## config.mk

```make
export PLATFORM = sky130hd
export DESIGN_NAME = vcache_tile
export DESIGN_NICKNAME = d
export VERILOG_FILES = /design/src/vc_mc_pkg.sv /design/src/vc_wh_pkg.sv /design/src/vc_tile_if.sv /design/src/vc_cache.sv /design/src/vc_dma_to_wh.sv /design/src/vc_link_to_cache.sv /design/src/vcache_tile.sv
export VERILOG_INCLUDE_DIRS = /design/src
export SDC_FILE = /design/constraint.sdc
export NUM_CORES = 1
export LEC_CHECK = 0
export CORE_MARGIN = 4
export CORE_UTILIZATION = 50
export DETAILED_ROUTE_END_ITERATION = 10
export DONT_BUFFER_PORTS = 1
export PLACE_DENSITY = 0.74
export SLEW_MARGIN = 20
export SYNTH_ARGS = -nofsm -noshare
export SYNTH_HDL_FRONTEND = slang
export SYNTH_HIERARCHICAL = 1
export SYNTH_SLANG_ARGS = --single-unit
```

## constraint.sdc

```tcl
create_clock -name clk_i -period 5.7 [get_ports clk_i]
set_clock_uncertainty 0.05 [all_clocks]
set_input_delay 0.57 -clock clk_i [delete_from_list [all_inputs] [get_ports clk_i]]
set_output_delay 0.57 -clock clk_i [all_outputs]
set_load 0.03 [all_outputs]
```

## src/vc_consts.svh

```systemverilog
`ifndef VC_CONSTS_SVH
`define VC_CONSTS_SVH

// manycore side word and address sizes
`define VC_DATA_W 32
`define VC_ADDR_W 12
`define VC_X_W 4
`define VC_Y_W 4

// cache geometry, direct mapped
`define VC_BLOCK_WORDS 2
`define VC_SETS 8
`define VC_OFS_W 1
`define VC_IDX_W 3
`define VC_TAG_W 8
`define VC_BADDR_W 11

// wormhole fields, header addr takes what is left of the flit
`define VC_WH_CORD_W 4
`define VC_WH_LEN_W 4
`define VC_WH_CID_W 2
`define VC_WH_FLIT_W 32
`define VC_WH_ADDR_W 21

`endif

```

## src/vc_mc_pkg.sv

```systemverilog
`include "vc_consts.svh"

package vc_mc_pkg;

  // manycore request opcode
  typedef enum logic {
    MC_LOAD  = 1'b0,
    MC_STORE = 1'b1
  } mc_op_e;

  // one cache request, word addressed
  typedef struct packed {
    mc_op_e                op;
    logic [`VC_ADDR_W-1:0] addr;
    logic [`VC_DATA_W-1:0] data;
  } cache_req_s;

endpackage

```

## src/vc_wh_pkg.sv

```systemverilog
`include "vc_consts.svh"

package vc_wh_pkg;

  // dma opcode as carried in the header
  typedef enum logic {
    WH_READ  = 1'b0,
    WH_WRITE = 1'b1
  } wh_op_e;

  // len sits in the low bits of the flit
  typedef struct packed {
    logic [`VC_WH_ADDR_W-1:0] addr;
    wh_op_e                   op;
    logic [`VC_WH_CID_W-1:0]  cid;
    logic [`VC_WH_CORD_W-1:0] cord;
    logic [`VC_WH_LEN_W-1:0]  len;
  } wh_hdr_s;

  // first flit of a packet is a header, the rest are data words
  typedef union packed {
    wh_hdr_s                  hdr;
    logic [`VC_WH_FLIT_W-1:0] data;
  } wh_flit_u;

endpackage

```

## src/vc_tile_if.sv

```systemverilog
`timescale 1ns/1ps
`include "vc_consts.svh"

// link adapter to cache, request and response channels
interface cache_req_if
  import vc_mc_pkg::*;
();
  logic                  req_v;
  cache_req_s            req;
  logic                  req_ready;
  logic                  resp_v;
  logic [`VC_DATA_W-1:0] resp_data;
  logic                  resp_yumi;

  modport link (output req_v, req, resp_yumi, input req_ready, resp_v, resp_data);
  modport cache (input req_v, req, resp_yumi, output req_ready, resp_v, resp_data);
endinterface

// cache to dma adapter, packet, fill and evict channels
interface cache_dma_if;
  logic                   pkt_v;
  logic                   pkt_write;
  logic [`VC_BADDR_W-1:0] pkt_addr;
  logic                   pkt_yumi;
  logic                   fill_v;
  logic [`VC_DATA_W-1:0]  fill_data;
  logic                   fill_ready;
  logic                   evict_v;
  logic [`VC_DATA_W-1:0]  evict_data;
  logic                   evict_yumi;

  modport cache (output pkt_v, pkt_write, pkt_addr, fill_ready, evict_v, evict_data,
                 input pkt_yumi, fill_v, fill_data, evict_yumi);
  modport wh (input pkt_v, pkt_write, pkt_addr, fill_ready, evict_v, evict_data,
              output pkt_yumi, fill_v, fill_data, evict_yumi);
endinterface

```

## src/vc_cache.sv

```systemverilog
`timescale 1ns/1ps
`include "vc_consts.svh"

module vc_cache
  import vc_mc_pkg::*;
(
  input  logic        clk_i
  , input  logic        rst_n_i
  , cache_req_if.cache  req
  , cache_dma_if.cache  dma
);

  typedef enum logic [2:0] {
    ST_IDLE,
    ST_LOOKUP,
    ST_EVICT,
    ST_FILL,
    ST_RESPOND
  } state_e;

  state_e                 state_r;
  cache_req_s             req_r;
  logic [`VC_TAG_W-1:0]   tag_r [`VC_SETS];
  logic [`VC_SETS-1:0]    valid_r;
  logic [`VC_SETS-1:0]    dirty_r;
  logic [`VC_DATA_W-1:0]  data_r [`VC_SETS][`VC_BLOCK_WORDS];
  logic                   pkt_sent_r;
  logic [`VC_OFS_W-1:0]   cnt_r;

  logic [`VC_IDX_W-1:0]   idx;
  logic [`VC_OFS_W-1:0]   ofs;
  logic [`VC_TAG_W-1:0]   tag;
  logic                   hit;
  logic                   serve;
  logic                   cnt_last;

  assign idx      = req_r.addr[`VC_OFS_W +: `VC_IDX_W];
  assign ofs      = req_r.addr[`VC_OFS_W-1:0];
  assign tag      = req_r.addr[`VC_ADDR_W-1 -: `VC_TAG_W];
  assign hit      = valid_r[idx] && (tag_r[idx] == tag);
  assign cnt_last = (cnt_r == `VC_OFS_W'(`VC_BLOCK_WORDS - 1));

  // a hit in lookup answers at once, after a fill the line always hits
  assign serve = ((state_r == ST_LOOKUP) || (state_r == ST_RESPOND)) && hit;

  assign req.req_ready = (state_r == ST_IDLE);
  assign req.resp_v    = serve;
  assign req.resp_data = (req_r.op == MC_STORE) ? '0 : data_r[idx][ofs];

  // packet goes first, then words for an eviction
  assign dma.pkt_v      = ((state_r == ST_EVICT) || (state_r == ST_FILL)) && !pkt_sent_r;
  assign dma.pkt_write  = (state_r == ST_EVICT);
  assign dma.pkt_addr   = (state_r == ST_EVICT) ? {tag_r[idx], idx} : {tag, idx};
  assign dma.evict_v    = (state_r == ST_EVICT) && pkt_sent_r;
  assign dma.evict_data = data_r[idx][cnt_r];
  assign dma.fill_ready = (state_r == ST_FILL) && pkt_sent_r;

  always_ff @(posedge clk_i) begin
    if (!rst_n_i) begin
      state_r    <= ST_IDLE;
      pkt_sent_r <= 1'b0;
      cnt_r      <= '0;
      valid_r    <= '0;
      dirty_r    <= '0;
    end else begin
      case (state_r)
        ST_IDLE: begin
          if (req.req_v) begin
            state_r <= ST_LOOKUP;
          end
        end
        ST_LOOKUP: begin
          if (!hit) begin
            state_r <= (valid_r[idx] && dirty_r[idx]) ? ST_EVICT : ST_FILL;
          end
        end
        ST_EVICT: begin
          if (dma.pkt_v && dma.pkt_yumi) begin
            pkt_sent_r <= 1'b1;
          end
          if (dma.evict_v && dma.evict_yumi) begin
            cnt_r <= cnt_r + 1'b1;
            if (cnt_last) begin
              pkt_sent_r <= 1'b0;
              state_r    <= ST_FILL;
            end
          end
        end
        ST_FILL: begin
          if (dma.pkt_v && dma.pkt_yumi) begin
            pkt_sent_r <= 1'b1;
          end
          if (dma.fill_v && dma.fill_ready) begin
            cnt_r <= cnt_r + 1'b1;
            if (cnt_last) begin
              pkt_sent_r     <= 1'b0;
              valid_r[idx]   <= 1'b1;
              dirty_r[idx]   <= 1'b0;
              state_r        <= ST_RESPOND;
            end
          end
        end
        default: begin
          state_r <= state_r;
        end
      endcase
      // response taken, store marks the line
      if (serve && req.resp_yumi) begin
        state_r <= ST_IDLE;
        if (req_r.op == MC_STORE) begin
          dirty_r[idx] <= 1'b1;
        end
      end
    end
  end

  always_ff @(posedge clk_i) begin
    if (req.req_v && req.req_ready) begin
      req_r <= req.req;
    end
    if (dma.fill_v && dma.fill_ready) begin
      data_r[idx][cnt_r] <= dma.fill_data;
      if (cnt_last) begin
        tag_r[idx] <= tag;
      end
    end
    if (serve && req.resp_yumi && (req_r.op == MC_STORE)) begin
      data_r[idx][ofs] <= req_r.data;
    end
  end

  // fill words only come while the read packet is outstanding
  fill_expected_a: assert property (@(posedge clk_i) disable iff (!rst_n_i)
    dma.fill_v |-> dma.fill_ready);

endmodule

```

## src/vc_dma_to_wh.sv

```systemverilog
`timescale 1ns/1ps
`include "vc_consts.svh"

module vc_dma_to_wh
  import vc_wh_pkg::*;
(
  input  logic                      clk_i
  , input  logic                      rst_n_i
  , cache_dma_if.wh                   dma
  , input  logic                      east_not_west_i
  , input  logic [`VC_WH_CID_W-2:0]   my_x_i
  , input  logic                      my_y_msb_i
  , output logic                      wh_v_o
  , output wh_flit_u                  wh_flit_o
  , input  logic                      wh_ready_i
  , input  logic                      wh_v_i
  , input  wh_flit_u                  wh_flit_i
  , output logic                      wh_ready_o
);

  typedef enum logic [1:0] {TX_IDLE, TX_HDR, TX_DATA} tx_state_e;
  typedef enum logic {RX_HDR, RX_DATA} rx_state_e;

  tx_state_e            tx_state_r;
  rx_state_e            rx_state_r;
  wh_hdr_s              hdr_r;
  logic [`VC_OFS_W-1:0] tx_cnt_r;
  logic [`VC_OFS_W-1:0] rx_cnt_r;

  // send side
  assign dma.pkt_yumi   = (tx_state_r == TX_IDLE) && dma.pkt_v;
  assign dma.evict_yumi = (tx_state_r == TX_DATA) && dma.evict_v && wh_ready_i;
  assign wh_v_o         = (tx_state_r == TX_HDR) || ((tx_state_r == TX_DATA) && dma.evict_v);

  always_comb begin
    if (tx_state_r == TX_DATA) begin
      wh_flit_o.data = dma.evict_data;
    end else begin
      wh_flit_o.hdr = hdr_r;
    end
  end

  always_ff @(posedge clk_i) begin
    if (!rst_n_i) begin
      tx_state_r <= TX_IDLE;
      tx_cnt_r   <= '0;
    end else begin
      case (tx_state_r)
        TX_IDLE: begin
          if (dma.pkt_yumi) begin
            tx_state_r <= TX_HDR;
          end
        end
        TX_HDR: begin
          if (wh_ready_i) begin
            tx_state_r <= (hdr_r.op == WH_WRITE) ? TX_DATA : TX_IDLE;
          end
        end
        default: begin
          if (dma.evict_yumi) begin
            tx_cnt_r <= tx_cnt_r + 1'b1;
            if (tx_cnt_r == `VC_OFS_W'(`VC_BLOCK_WORDS - 1)) begin
              tx_state_r <= TX_IDLE;
            end
          end
        end
      endcase
    end
  end

  // cord is all ones for east, cid is {south/north, x low bit}
  always_ff @(posedge clk_i) begin
    if (dma.pkt_yumi) begin
      hdr_r.addr <= {{(`VC_WH_ADDR_W - `VC_BADDR_W){1'b0}}, dma.pkt_addr};
      hdr_r.op   <= dma.pkt_write ? WH_WRITE : WH_READ;
      hdr_r.cid  <= {~my_y_msb_i, my_x_i};
      hdr_r.cord <= {`VC_WH_CORD_W{east_not_west_i}};
      hdr_r.len  <= dma.pkt_write ? `VC_WH_LEN_W'(`VC_BLOCK_WORDS) : '0;
    end
  end

  // receive side, reply header is dropped
  assign wh_ready_o     = (rx_state_r == RX_HDR) || dma.fill_ready;
  assign dma.fill_v     = (rx_state_r == RX_DATA) && wh_v_i;
  assign dma.fill_data  = wh_flit_i.data;

  always_ff @(posedge clk_i) begin
    if (!rst_n_i) begin
      rx_state_r <= RX_HDR;
      rx_cnt_r   <= '0;
    end else if (rx_state_r == RX_HDR) begin
      if (wh_v_i) begin
        rx_state_r <= RX_DATA;
      end
    end else if (dma.fill_v && dma.fill_ready) begin
      rx_cnt_r <= rx_cnt_r + 1'b1;
      if (rx_cnt_r == `VC_OFS_W'(`VC_BLOCK_WORDS - 1)) begin
        rx_state_r <= RX_HDR;
      end
    end
  end

  reply_len_a: assert property (@(posedge clk_i) disable iff (!rst_n_i)
    (rx_state_r == RX_HDR) && wh_v_i && wh_ready_o
      |-> wh_flit_i.hdr.len == `VC_WH_LEN_W'(`VC_BLOCK_WORDS));

endmodule

```

## src/vc_link_to_cache.sv

```systemverilog
`timescale 1ns/1ps
`include "vc_consts.svh"

module vc_link_to_cache
  import vc_mc_pkg::*;
(
  input  logic                  clk_i
  , input  logic                  rst_n_i
  , input  logic                  req_v_i
  , input  mc_op_e                req_op_i
  , input  logic [`VC_ADDR_W-1:0] req_addr_i
  , input  logic [`VC_DATA_W-1:0] req_data_i
  , output logic                  req_ready_o
  , output logic                  resp_v_o
  , output logic [`VC_DATA_W-1:0] resp_data_o
  , input  logic                  resp_ready_i
  , cache_req_if.link             cache
  , output logic                  east_not_west_o
);

  logic                  init_r;
  logic                  req_full_r;
  logic                  resp_full_r;
  cache_req_s            req_r;
  logic [`VC_DATA_W-1:0] resp_data_r;
  logic                  east_not_west_r;

  // no new request while a response is still waiting
  assign req_ready_o = init_r & ~req_full_r & ~resp_full_r;

  assign cache.req_v     = req_full_r;
  assign cache.req       = req_r;
  assign cache.resp_yumi = cache.resp_v & ~resp_full_r;

  assign resp_v_o        = resp_full_r;
  assign resp_data_o     = resp_data_r;
  assign east_not_west_o = east_not_west_r;

  always_ff @(posedge clk_i) begin
    if (!rst_n_i) begin
      init_r      <= 1'b0;
      req_full_r  <= 1'b0;
      resp_full_r <= 1'b0;
    end else begin
      init_r <= 1'b1;
      if (req_v_i && req_ready_o) begin
        req_full_r <= 1'b1;
      end else if (cache.req_v && cache.req_ready) begin
        req_full_r <= 1'b0;
      end
      if (cache.resp_v && cache.resp_yumi) begin
        resp_full_r <= 1'b1;
      end else if (resp_v_o && resp_ready_i) begin
        resp_full_r <= 1'b0;
      end
    end
  end

  always_ff @(posedge clk_i) begin
    if (req_v_i && req_ready_o) begin
      req_r.op   <= req_op_i;
      req_r.addr <= req_addr_i;
      req_r.data <= req_data_i;
    end
    // destination follows the request the cache is working on
    if (cache.req_v && cache.req_ready) begin
      east_not_west_r <= req_r.addr[`VC_ADDR_W-1];
    end
    if (cache.resp_v && cache.resp_yumi) begin
      resp_data_r <= cache.resp_data;
    end
  end

  // an untaken cache response stays in place until the register frees up
  resp_hold_a: assert property (@(posedge clk_i) disable iff (!rst_n_i)
    cache.resp_v && !cache.resp_yumi |=> cache.resp_v && $stable(cache.resp_data));

endmodule

```

## src/vcache_tile.sv

```systemverilog
`timescale 1ns/1ps
`include "vc_consts.svh"

module vcache_tile
  import vc_mc_pkg::*;
(
  input  logic                     clk_i
  , input  logic                     rst_n_i
  , output logic                     rst_n_o

  // manycore request port
  , input  logic                     req_v_i
  , input  mc_op_e                   req_op_i
  , input  logic [`VC_ADDR_W-1:0]    req_addr_i
  , input  logic [`VC_DATA_W-1:0]    req_data_i
  , output logic                     req_ready_o
  , output logic                     resp_v_o
  , output logic [`VC_DATA_W-1:0]    resp_data_o
  , input  logic                     resp_ready_i

  // wormhole link
  , output logic                     wh_v_o
  , output logic [`VC_WH_FLIT_W-1:0] wh_flit_o
  , input  logic                     wh_ready_i
  , input  logic                     wh_v_i
  , input  logic [`VC_WH_FLIT_W-1:0] wh_flit_i
  , output logic                     wh_ready_o

  // coordinates
  , input  logic [`VC_X_W-1:0]       global_x_i
  , input  logic [`VC_Y_W-1:0]       global_y_i
  , output logic [`VC_X_W-1:0]       global_x_o
  , output logic [`VC_Y_W-1:0]       global_y_o
);

  logic rst_r;
  logic east_not_west;

  // registered reset feeds every block and the next tile
  always_ff @(posedge clk_i) begin
    rst_r <= rst_n_i;
  end

  assign rst_n_o    = rst_r;
  assign global_x_o = global_x_i;
  assign global_y_o = global_y_i + `VC_Y_W'(1);

  cache_req_if req_if ();
  cache_dma_if dma_if ();

  vc_link_to_cache link_to_cache (
    .clk_i            (clk_i)
    ,.rst_n_i         (rst_r)
    ,.req_v_i         (req_v_i)
    ,.req_op_i        (req_op_i)
    ,.req_addr_i      (req_addr_i)
    ,.req_data_i      (req_data_i)
    ,.req_ready_o     (req_ready_o)
    ,.resp_v_o        (resp_v_o)
    ,.resp_data_o     (resp_data_o)
    ,.resp_ready_i    (resp_ready_i)
    ,.cache           (req_if.link)
    ,.east_not_west_o (east_not_west)
  );

  vc_cache cache (
    .clk_i    (clk_i)
    ,.rst_n_i (rst_r)
    ,.req     (req_if.cache)
    ,.dma     (dma_if.cache)
  );

  vc_dma_to_wh dma_to_wh (
    .clk_i            (clk_i)
    ,.rst_n_i         (rst_r)
    ,.dma             (dma_if.wh)
    ,.east_not_west_i (east_not_west)
    ,.my_x_i          (global_x_i[`VC_WH_CID_W-2:0])
    ,.my_y_msb_i      (global_y_i[`VC_Y_W-1])
    ,.wh_v_o          (wh_v_o)
    ,.wh_flit_o       (wh_flit_o)
    ,.wh_ready_i      (wh_ready_i)
    ,.wh_v_i          (wh_v_i)
    ,.wh_flit_i       (wh_flit_i)
    ,.wh_ready_o      (wh_ready_o)
  );

endmodule
```

==> results of run 1 <==
## path summary, 6_finish.rpt
path / start / to / slack (ps) / cells after the start
setup / recovery: flop / wh_flit_o[15] / 520 / 8
hold / removal: global_y_i[3] / dma_to_wh/hdr_r[9] / 40 / 1
hold reg to reg: link_to_cache/cache.req[28] / cache/req_r[28] / 360 / 0
setup reg to reg: flop / cache/data_r[6][26] / 760 / 12
## flip-flops by register name, summed over array words and instances (netlist names), 8 cells and up, named ones only
signal,flops
cache/data_r,512
cache/tag_r,64
link_to_cache/cache.req,45
cache/req_r,41
link_to_cache/resp_data_o,32
dma_to_wh/hdr_r,15
cache/dirty_r,8
cache/valid_r,8
## cells in the mapped netlist (2+ instances only)
| cell type | count |
|---|---|
| a31oi_1 | 2 |
| nand3_1 | 8 |
| inv_1 | 6 |
| buf_1 | 21 |
| buf_4 | 40 |
| nor3b_1 | 4 |
| mux2_1 | 49 |
| xor2_1 | 7 |
| nor3_1 | 3 |
| and2b_2 | 2 |
| o21a_1 | 4 |
| a21oi_1 | 56 |
| nor2_1 | 102 |
| and2_1 | 19 |
| o211ai_1 | 2 |
| nand3b_1 | 2 |
| edfxtp_1 | 714 |
| a211oi_1 | 33 |
| nand4_1 | 3 |
| xnor2_1 | 3 |
| nor2b_1 | 6 |
| a22o_1 | 2 |
| nand2_1 | 72 |
| nand2b_1 | 7 |
| dfxtp_1 | 33 |
| or3_1 | 5 |
| mux4_2 | 138 |
| o21ai_0 | 11 |
| o22ai_1 | 10 |
| a221oi_1 | 2 |
| buf_2 | 14 |
| clkbuf_1 | 45 |
| mux2_2 | 57 |
| and3_1 | 2 |
| mux2i_1 | 48 |
## report_power, final
group	switching (uW)	total [uW]	internal, uW
clock network	2100	5030	2940
logic	309	523	214
registers	44.5	6090	6040
## stage by stage
stage               hold slack [ps]  util, %
floorplan                     350.3        -
detailed placement            354.5    52.45
CTS                           17.05    57.62
finish                        38.21    57.64
global route                  39.27    57.64
global placement              353.2    52.45
## layer usage
metal / routed length, um / up-vias / GRT usage (%)
li1: - / 6239 / -
met1: 26730 / 7595 / 28.69
met2: 33820 / 641 / 35.48
met3: 4813 / 109 / 3.931
met4: 1950 / 2 / 7.180
met5: 13 / - / 0
## cells by family after synthesis
| family | count (synthesis) | synth area share (%) |
|---|---|---|
| mux | 293 | 16.22 |
| fa+ha+maj | 1 | 0.04232 |
| buf+inv | 127 | 2.184 |
| xor+xnor | 10 | 0.2963 |
| simple gates | 240 | 3.716 |
| flops | 747 | 74.77 |
| compound gates | 131 | 2.772 |
## cell type report
cell class              instances  area [um^2]
clock buffers                  91         2043
clock inverters                50        480.5
fillers                      4189        24630
inverters                       6        22.52
multi-input cells             675         7017
flip-flops and latches        747        22110
well taps                     765        957.2
repair buffers                 84        875.8
## timing repair
action,CTS,global route
hold buffers,48,0
gates resized for setup,0,0
hold endpoints to repair,48,0
## cell usage in the layout, fill, tap and decap left out, types with 6 or more instances in the layout
cell	synthesis	final
edfxtp_1	714	714
mux4_2	138	138
nor2_1	102	97
clkbuf_16	0	80
nand2_1	72	72
mux2_2	57	57
mux2_1	49	49
mux2i_1	48	48
dlygate4sd3_1	0	48
a21oi_1	56	40
a211oi_1	33	33
dfxtp_1	33	29
buf_4	40	26
and2_1	19	18
a21oi_4	0	16
clkinv_1	0	16
clkinv_2	0	13
o21ai_0	11	11
clkbuf_1	45	11
o22ai_1	10	10
buf_12	0	10
nand3_1	8	8
bufinv_16	0	8
xor2_1	7	7
nand2b_1	7	7
inv_1	6	6
nor2b_1	6	6
==> results by group, run 1 <==
Status
  – Status: completed

Placement
  – Worst slack, placed: 769.2 ps
  – DP Area: 30490 um^2
  – DP HPWL: 39950 um
  – IO Port Bufs: 0
  – Routability cong.: 0.8378
  – Placed cell count: 2229

Routing
  – Drt initial violations: 1564
  – Initial DRT Pass Iterations: 6
  – DR WL/cell: 27.84 um
  – DRC viols: 0
  – Post-route ant nets: 0
  – DRT Wirelength: 67320 um
  – Vias per std cell: 6.032
  – Via count: 14590

Timing
  – Sum Neg Setup Slack: 0 ps
  – Setup violators final: 0
  – FMAX: 0.1930 GHz
  – Tightest Pin Transition: 1125 ps
  – Final Max Slew Viols: 0
  – Final setup margin: 518.8 ps
  – Final period utilization: 90.90%
  – Final hold violation count: 0
  – Max_slew headroom: 24.75%
  – RSZ-0062 raised after global routing: false
  – Crit path time final: 5181 ps

Die
  – Std-Cell Rows: 88
  – I/O pin cnt: 168
  – Die span in y: 251.2 um
  – Core Region: 58140 um^2
  – Die W: 251.2 um
  – Initial Util: 50.85%
  – Die ar.: 63080 um^2

Synth
  – Yosys cell types: 52
  – Post-synthesis sequential area ratio: 74.77%
  – Number of enable flip-flop cells after synthesis: 714
  – Cell Area, Synth: 29560 um^2
  – Mapped Nets: 1641
  – Leading cell types by total area after synthesis: edfxtp_1 (73%), mux4_2 (11%), dfxtp_1 (2.2%)
  – Synth top area share: 72.53%
  – Main synth FF type: edfxtp_1
  – #FFs+latches synth: 747
  – Mapped Avg Cell Area: 19.08 um^2
  – FFs w/ async S/R, synth: 0%
  – Cell taking the most area after synthesis: edfxtp_1
  – Cells after Synth: 1549
  – Yosys warning count: 6

Setup path
  – Crit start category: flop
  – Critical path's slowest cell: buf_4
  – Max stage delay on crit path: 830 ps
  – CP Buf/Inv Count: 2
  – CP endpoint kind: output pin
  – CP delay by family, top: buffers and inverters
  – Arr. time, crit path: 4560 ps
  – Worst-path fanout max: 63
  – Crit Path Class: flop to output pin
  – Worst-path cell chain: buf_4 -> buf_4 -> mux4_2 -> mux2_2 -> nor2_1 -> a21oi_1 -> nand2_1 -> nand2_1
  – Worst Path Required: 5080 ps

CTS
  – TritonCTS Buffers: 77
  – Root Driver: clkbuf_16
  – Clock transition at path regs: 60 ps
  – # Post-CTS Setup Buffers: 0
  – Worst-skew pair later-pin latency: 620 ps
  – Clk sinks: 747
  – H-tree levels: 3
  – CTS tree: built
  – Max Root-Sink Buffers: 3

Cells and area
  – Syn-to-layout area delta: 13.36%
  – Ant diodes: 0
  – Fin cells: 2418
  – Ratio of cells with drive above 1 in the final layout: 22.87%
  – Design Area, Final: 33510 um^2
  – Final #Nets: 1683

Global route
  – Global-route wire length before repair: 99330 um
  – Pin count of the biggest net entering global routing: 69
  – Gr usage total: 21.27%
  – Vias in the first global route: 15060
  – Antenna violations before repair: 2
  – Total gr overflow: 0

Pwr
  – Total power: 11650 uW
  – Peak VDD IR: 0.2161 mV
  – Cell area power density: 347.5 nW/um^2
  – Static leakage: 0.01073 uW

Flow run
  – Max-Cap Viols: 0

Hold path
  – HP Class: input port to flop
Note: power is estimated with default switching activity, not from simulation.
==> run 2: changes to the inputs <==
--- a/config.mk
+++ b/config.mk
@@ -11,6 +11,7 @@
 export DETAILED_ROUTE_END_ITERATION = 10
 export DONT_BUFFER_PORTS = 1
 export PLACE_DENSITY = 0.74
+export REMOVE_ABC_BUFFERS = 1
 export SLEW_MARGIN = 20
 export SYNTH_ARGS = -nofsm -noshare
 export SYNTH_HDL_FRONTEND = slang
==> results by group, run 2 (same netlist as run 1, synthesis figures left out) <==
Pwr
  – Static leakage: 0.01082 uW (was 0.01073 uW)
  – Int Pwr: 9244 uW (was 9196 uW)
  – Clock group share of total power: 43.4% (was 43.2%)
  – Net Sw Frac: 20.87% (was 21.03%)
  – Peak VDD IR: 0.2798 mV (was 0.2161 mV)
  – Total power: 11680 uW (was 11650 uW)
  – Comb power frac: 4.4% (was 4.5%)
  – Switching power: 2437 uW (was 2449 uW)
  – Seq pwr share: 52.2% (was 52.3%)
  – Cell area power density: 348.0 nW/um^2 (was 347.5 nW/um^2)

Routing
  – Initial DRT Pass Iterations: 5 (was 6)
  – DRT Wirelength: 66580 um (was 67320 um)
  – Via count: 14460 (was 14590)
  – DRC viols: 0 (unchanged)
  – Drt initial violations: 1472 (was 1564)
  – DR WL/cell: 27.20 um (was 27.84 um)
  – Post-route ant nets: 0 (unchanged)
  – Vias per std cell: 5.907 (was 6.032)

Timing
  – Final hold violation count: 0 (unchanged)
  – Final period utilization: 83.86% (was 90.90%)
  – FMAX: 0.2092 GHz (was 0.1930 GHz)
  – RSZ-0062 raised after global routing: false (unchanged)
  – Tightest Pin Transition: 1093 ps (was 1125 ps)
  – Max_slew headroom: 26.85% (was 24.75%)
  – Sum Neg Setup Slack: 0 ps (unchanged)
  – Final Max Slew Viols: 0 (unchanged)
  – Crit path time final: 4780 ps (was 5181 ps)
  – Setup violators final: 0 (unchanged)

Die
  – I/O pin cnt: 168 (unchanged)
  – Die W: 251.2 um (unchanged)
  – Std-Cell Rows: 88 (unchanged)
  – Die span in y: 251.2 um (unchanged)
  – Die ar.: 63080 um^2 (unchanged)
  – Initial Util: 50.85% (unchanged)
  – Core Region: 58140 um^2 (unchanged)

Placement
  – IO Port Bufs: 0 (unchanged)
  – Routability cong.: 0.7562 (was 0.8378)
  – DP HPWL: 40100 um (was 39950 um)

CTS
  – Root Driver: clkbuf_16 (unchanged)
  – TritonCTS Buffers: 78 (was 77)
  – # Post-CTS Setup Buffers: 0 (unchanged)
  – H-tree levels: 3 (unchanged)
  – Post_cts resized: 0 (unchanged)
  – Max Root-Sink Buffers: 3 (unchanged)
  – CTS tree: built (unchanged)
  – Worst-skew pair later-pin latency: 630 ps (was 620 ps)
  – Clk sinks: 747 (unchanged)
  – Clock transition at path regs: 60 ps (about the same)

Cells and area
  – Most common cell after layout, fill and taps aside: edfxtp_1 (unchanged)
  – Most frequent cells in the layout: edfxtp_1 (714), mux4_2 (138), nor2_1 (102), clkbuf_16 (78), nand2_1 (72) (was edfxtp_1 (714), mux4_2 (138), nor2_1 (97), clkbuf_16 (80), nand2_1 (72))
  – Syn-to-layout area delta: 13.56% (was 13.36%)
  – Largest register FFs: 512 (unchanged)
  – Reg with most FFs: cache/data_r (unchanged)
  – Final #Nets: 1702 (was 1683)
  – Ratio of cells with drive above 1 in the final layout: 23.06% (was 22.87%)
  – Fin util: 57.74% (was 57.64%)

Setup path
  – Register-to-Register Path Depth: 12 (unchanged)
  – Critical path depth: 7 (was 8)
  – Critical path's slowest cell: buf_4 (unchanged)
  – CP endpoint kind: output pin (unchanged)
  – CP Buf/Inv Count: 2 (unchanged)
  – Arr. time, crit path: 4160 ps (was 4560 ps)
  – Worst-path cell chain: buf_4 -> buf_4 -> mux4_2 -> mux2i_1 -> a21oi_1 -> nand2_1 -> nand2_1 (was buf_4 -> buf_4 -> mux4_2 -> mux2_2 -> nor2_1 -> a21oi_1 -> nand2_1 -> nand2_1)
  – Worst-path fanout max: 64 (was 63)
  – Max stage delay on crit path: 810 ps (was 830 ps)
  – Crit start category: flop (unchanged)
  – R2R setup slack: 1060 ps (was 760 ps)
  – Worst Path Required: 5080 ps (about the same)
  – Crit Path Class: flop to output pin (unchanged)
  – Worst setup path end: wh_flit_o[6] (was wh_flit_o[15])
  – RR Endpoint: cache/data_r[6][34] (was cache/data_r[6][26])
  – CP delay by family, top: buffers and inverters (unchanged)

Global route
  – Total gr overflow: 0 (unchanged)
  – Global-route wire length before repair: 98010 um (was 99330 um)
  – Gr usage total: 21.02% (was 21.27%)
  – Pin count of the biggest net entering global routing: 113 (was 69)
  – Antenna violations before repair: 5 (was 2)
  – Vias in the first global route: 14690 (was 15060)

Hold path
  – Hold path startpoint: global_y_i[3] (unchanged)
  – HP Class: input port to flop (unchanged)

Status
  – Status: completed (unchanged)

Flow run
  – Max-Cap Viols: 0 (unchanged)
run 2: cell types whose count changed in the layout (fill, tap and decap cells not counted), sizes merged:
cell	delta
buf	+18
clkbuf	+13
diode	+9
clkinv	-8
clkinvlp	-3
bufinv	+1
run 2: final cells by class:
| type | instances | area (um^2) |
|---|---|---|
| Clock inverter | 40 | 480.5 |
| Sequential cell | 747 | 22110 |
| Antenna cell | 9 | 22.52 |
| Tap cell | 765 | 957.2 |
| Inverter | 6 | 22.52 |
| Fill cell | 4205 | 24570 |
| Timing Repair Buffer | 102 | 898.4 |
| Clock buffer | 104 | 2069 |
| Multi-Input combinational cell | 675 | 7005 |
run 2: routing by layer:
layer / up-vias / track usage, % / share of wire (%)
met5: - / 0 / 0.030
met4: 2 / 5.912 / 2.6
met3: 121 / 5.369 / 7.3
met2: 528 / 36.18 / 52
met1: 7520 / 26.76 / 38
li1: 6289 / - / -
run 2: metrics by stage:
step	std cells	hold slack, ps	cell area (um^2)	worst slack (ps)
global route	2441	14.33	33550	692.8
global placement	2247	353.8	30520	1136
floorplan	1428	350.3	28940	-6167
finish	2448	37.75	33570	919.8
detailed placement	2247	354.5	30520	1067
CTS	2439	4.400	33550	807.1
run 2: how the worst min path moves through the flow:
stage	cells past startpoint	end
6_report	1	dma_to_wh/hdr_r[9]
5_1_grt	1	dma_to_wh/hdr_r[9]
4_1_cts	1	dma_to_wh/hdr_r[9]
3_5_place_dp	0	cache/req_r[16]
3_3_place_gp	0	cache/req_r[42]
2_1_floorplan	0	cache/ofs
run 2: timing repair:
item	CTS	global route
endpoints found under the hold margin	48	0
hold buffers	48	0
setup endpoints to repair	0	0
run 2: power by group through the flow:
stage                     clock network, uW  logic [uW]  registers [uW]
after floorplan                           0         360            6230
after global placement                    0         482            6210
after detailed placement                  0         491            6210
after CTS                              5140         520            6100
after global routing                   5390         552            6100
final                                  5080         511            6090
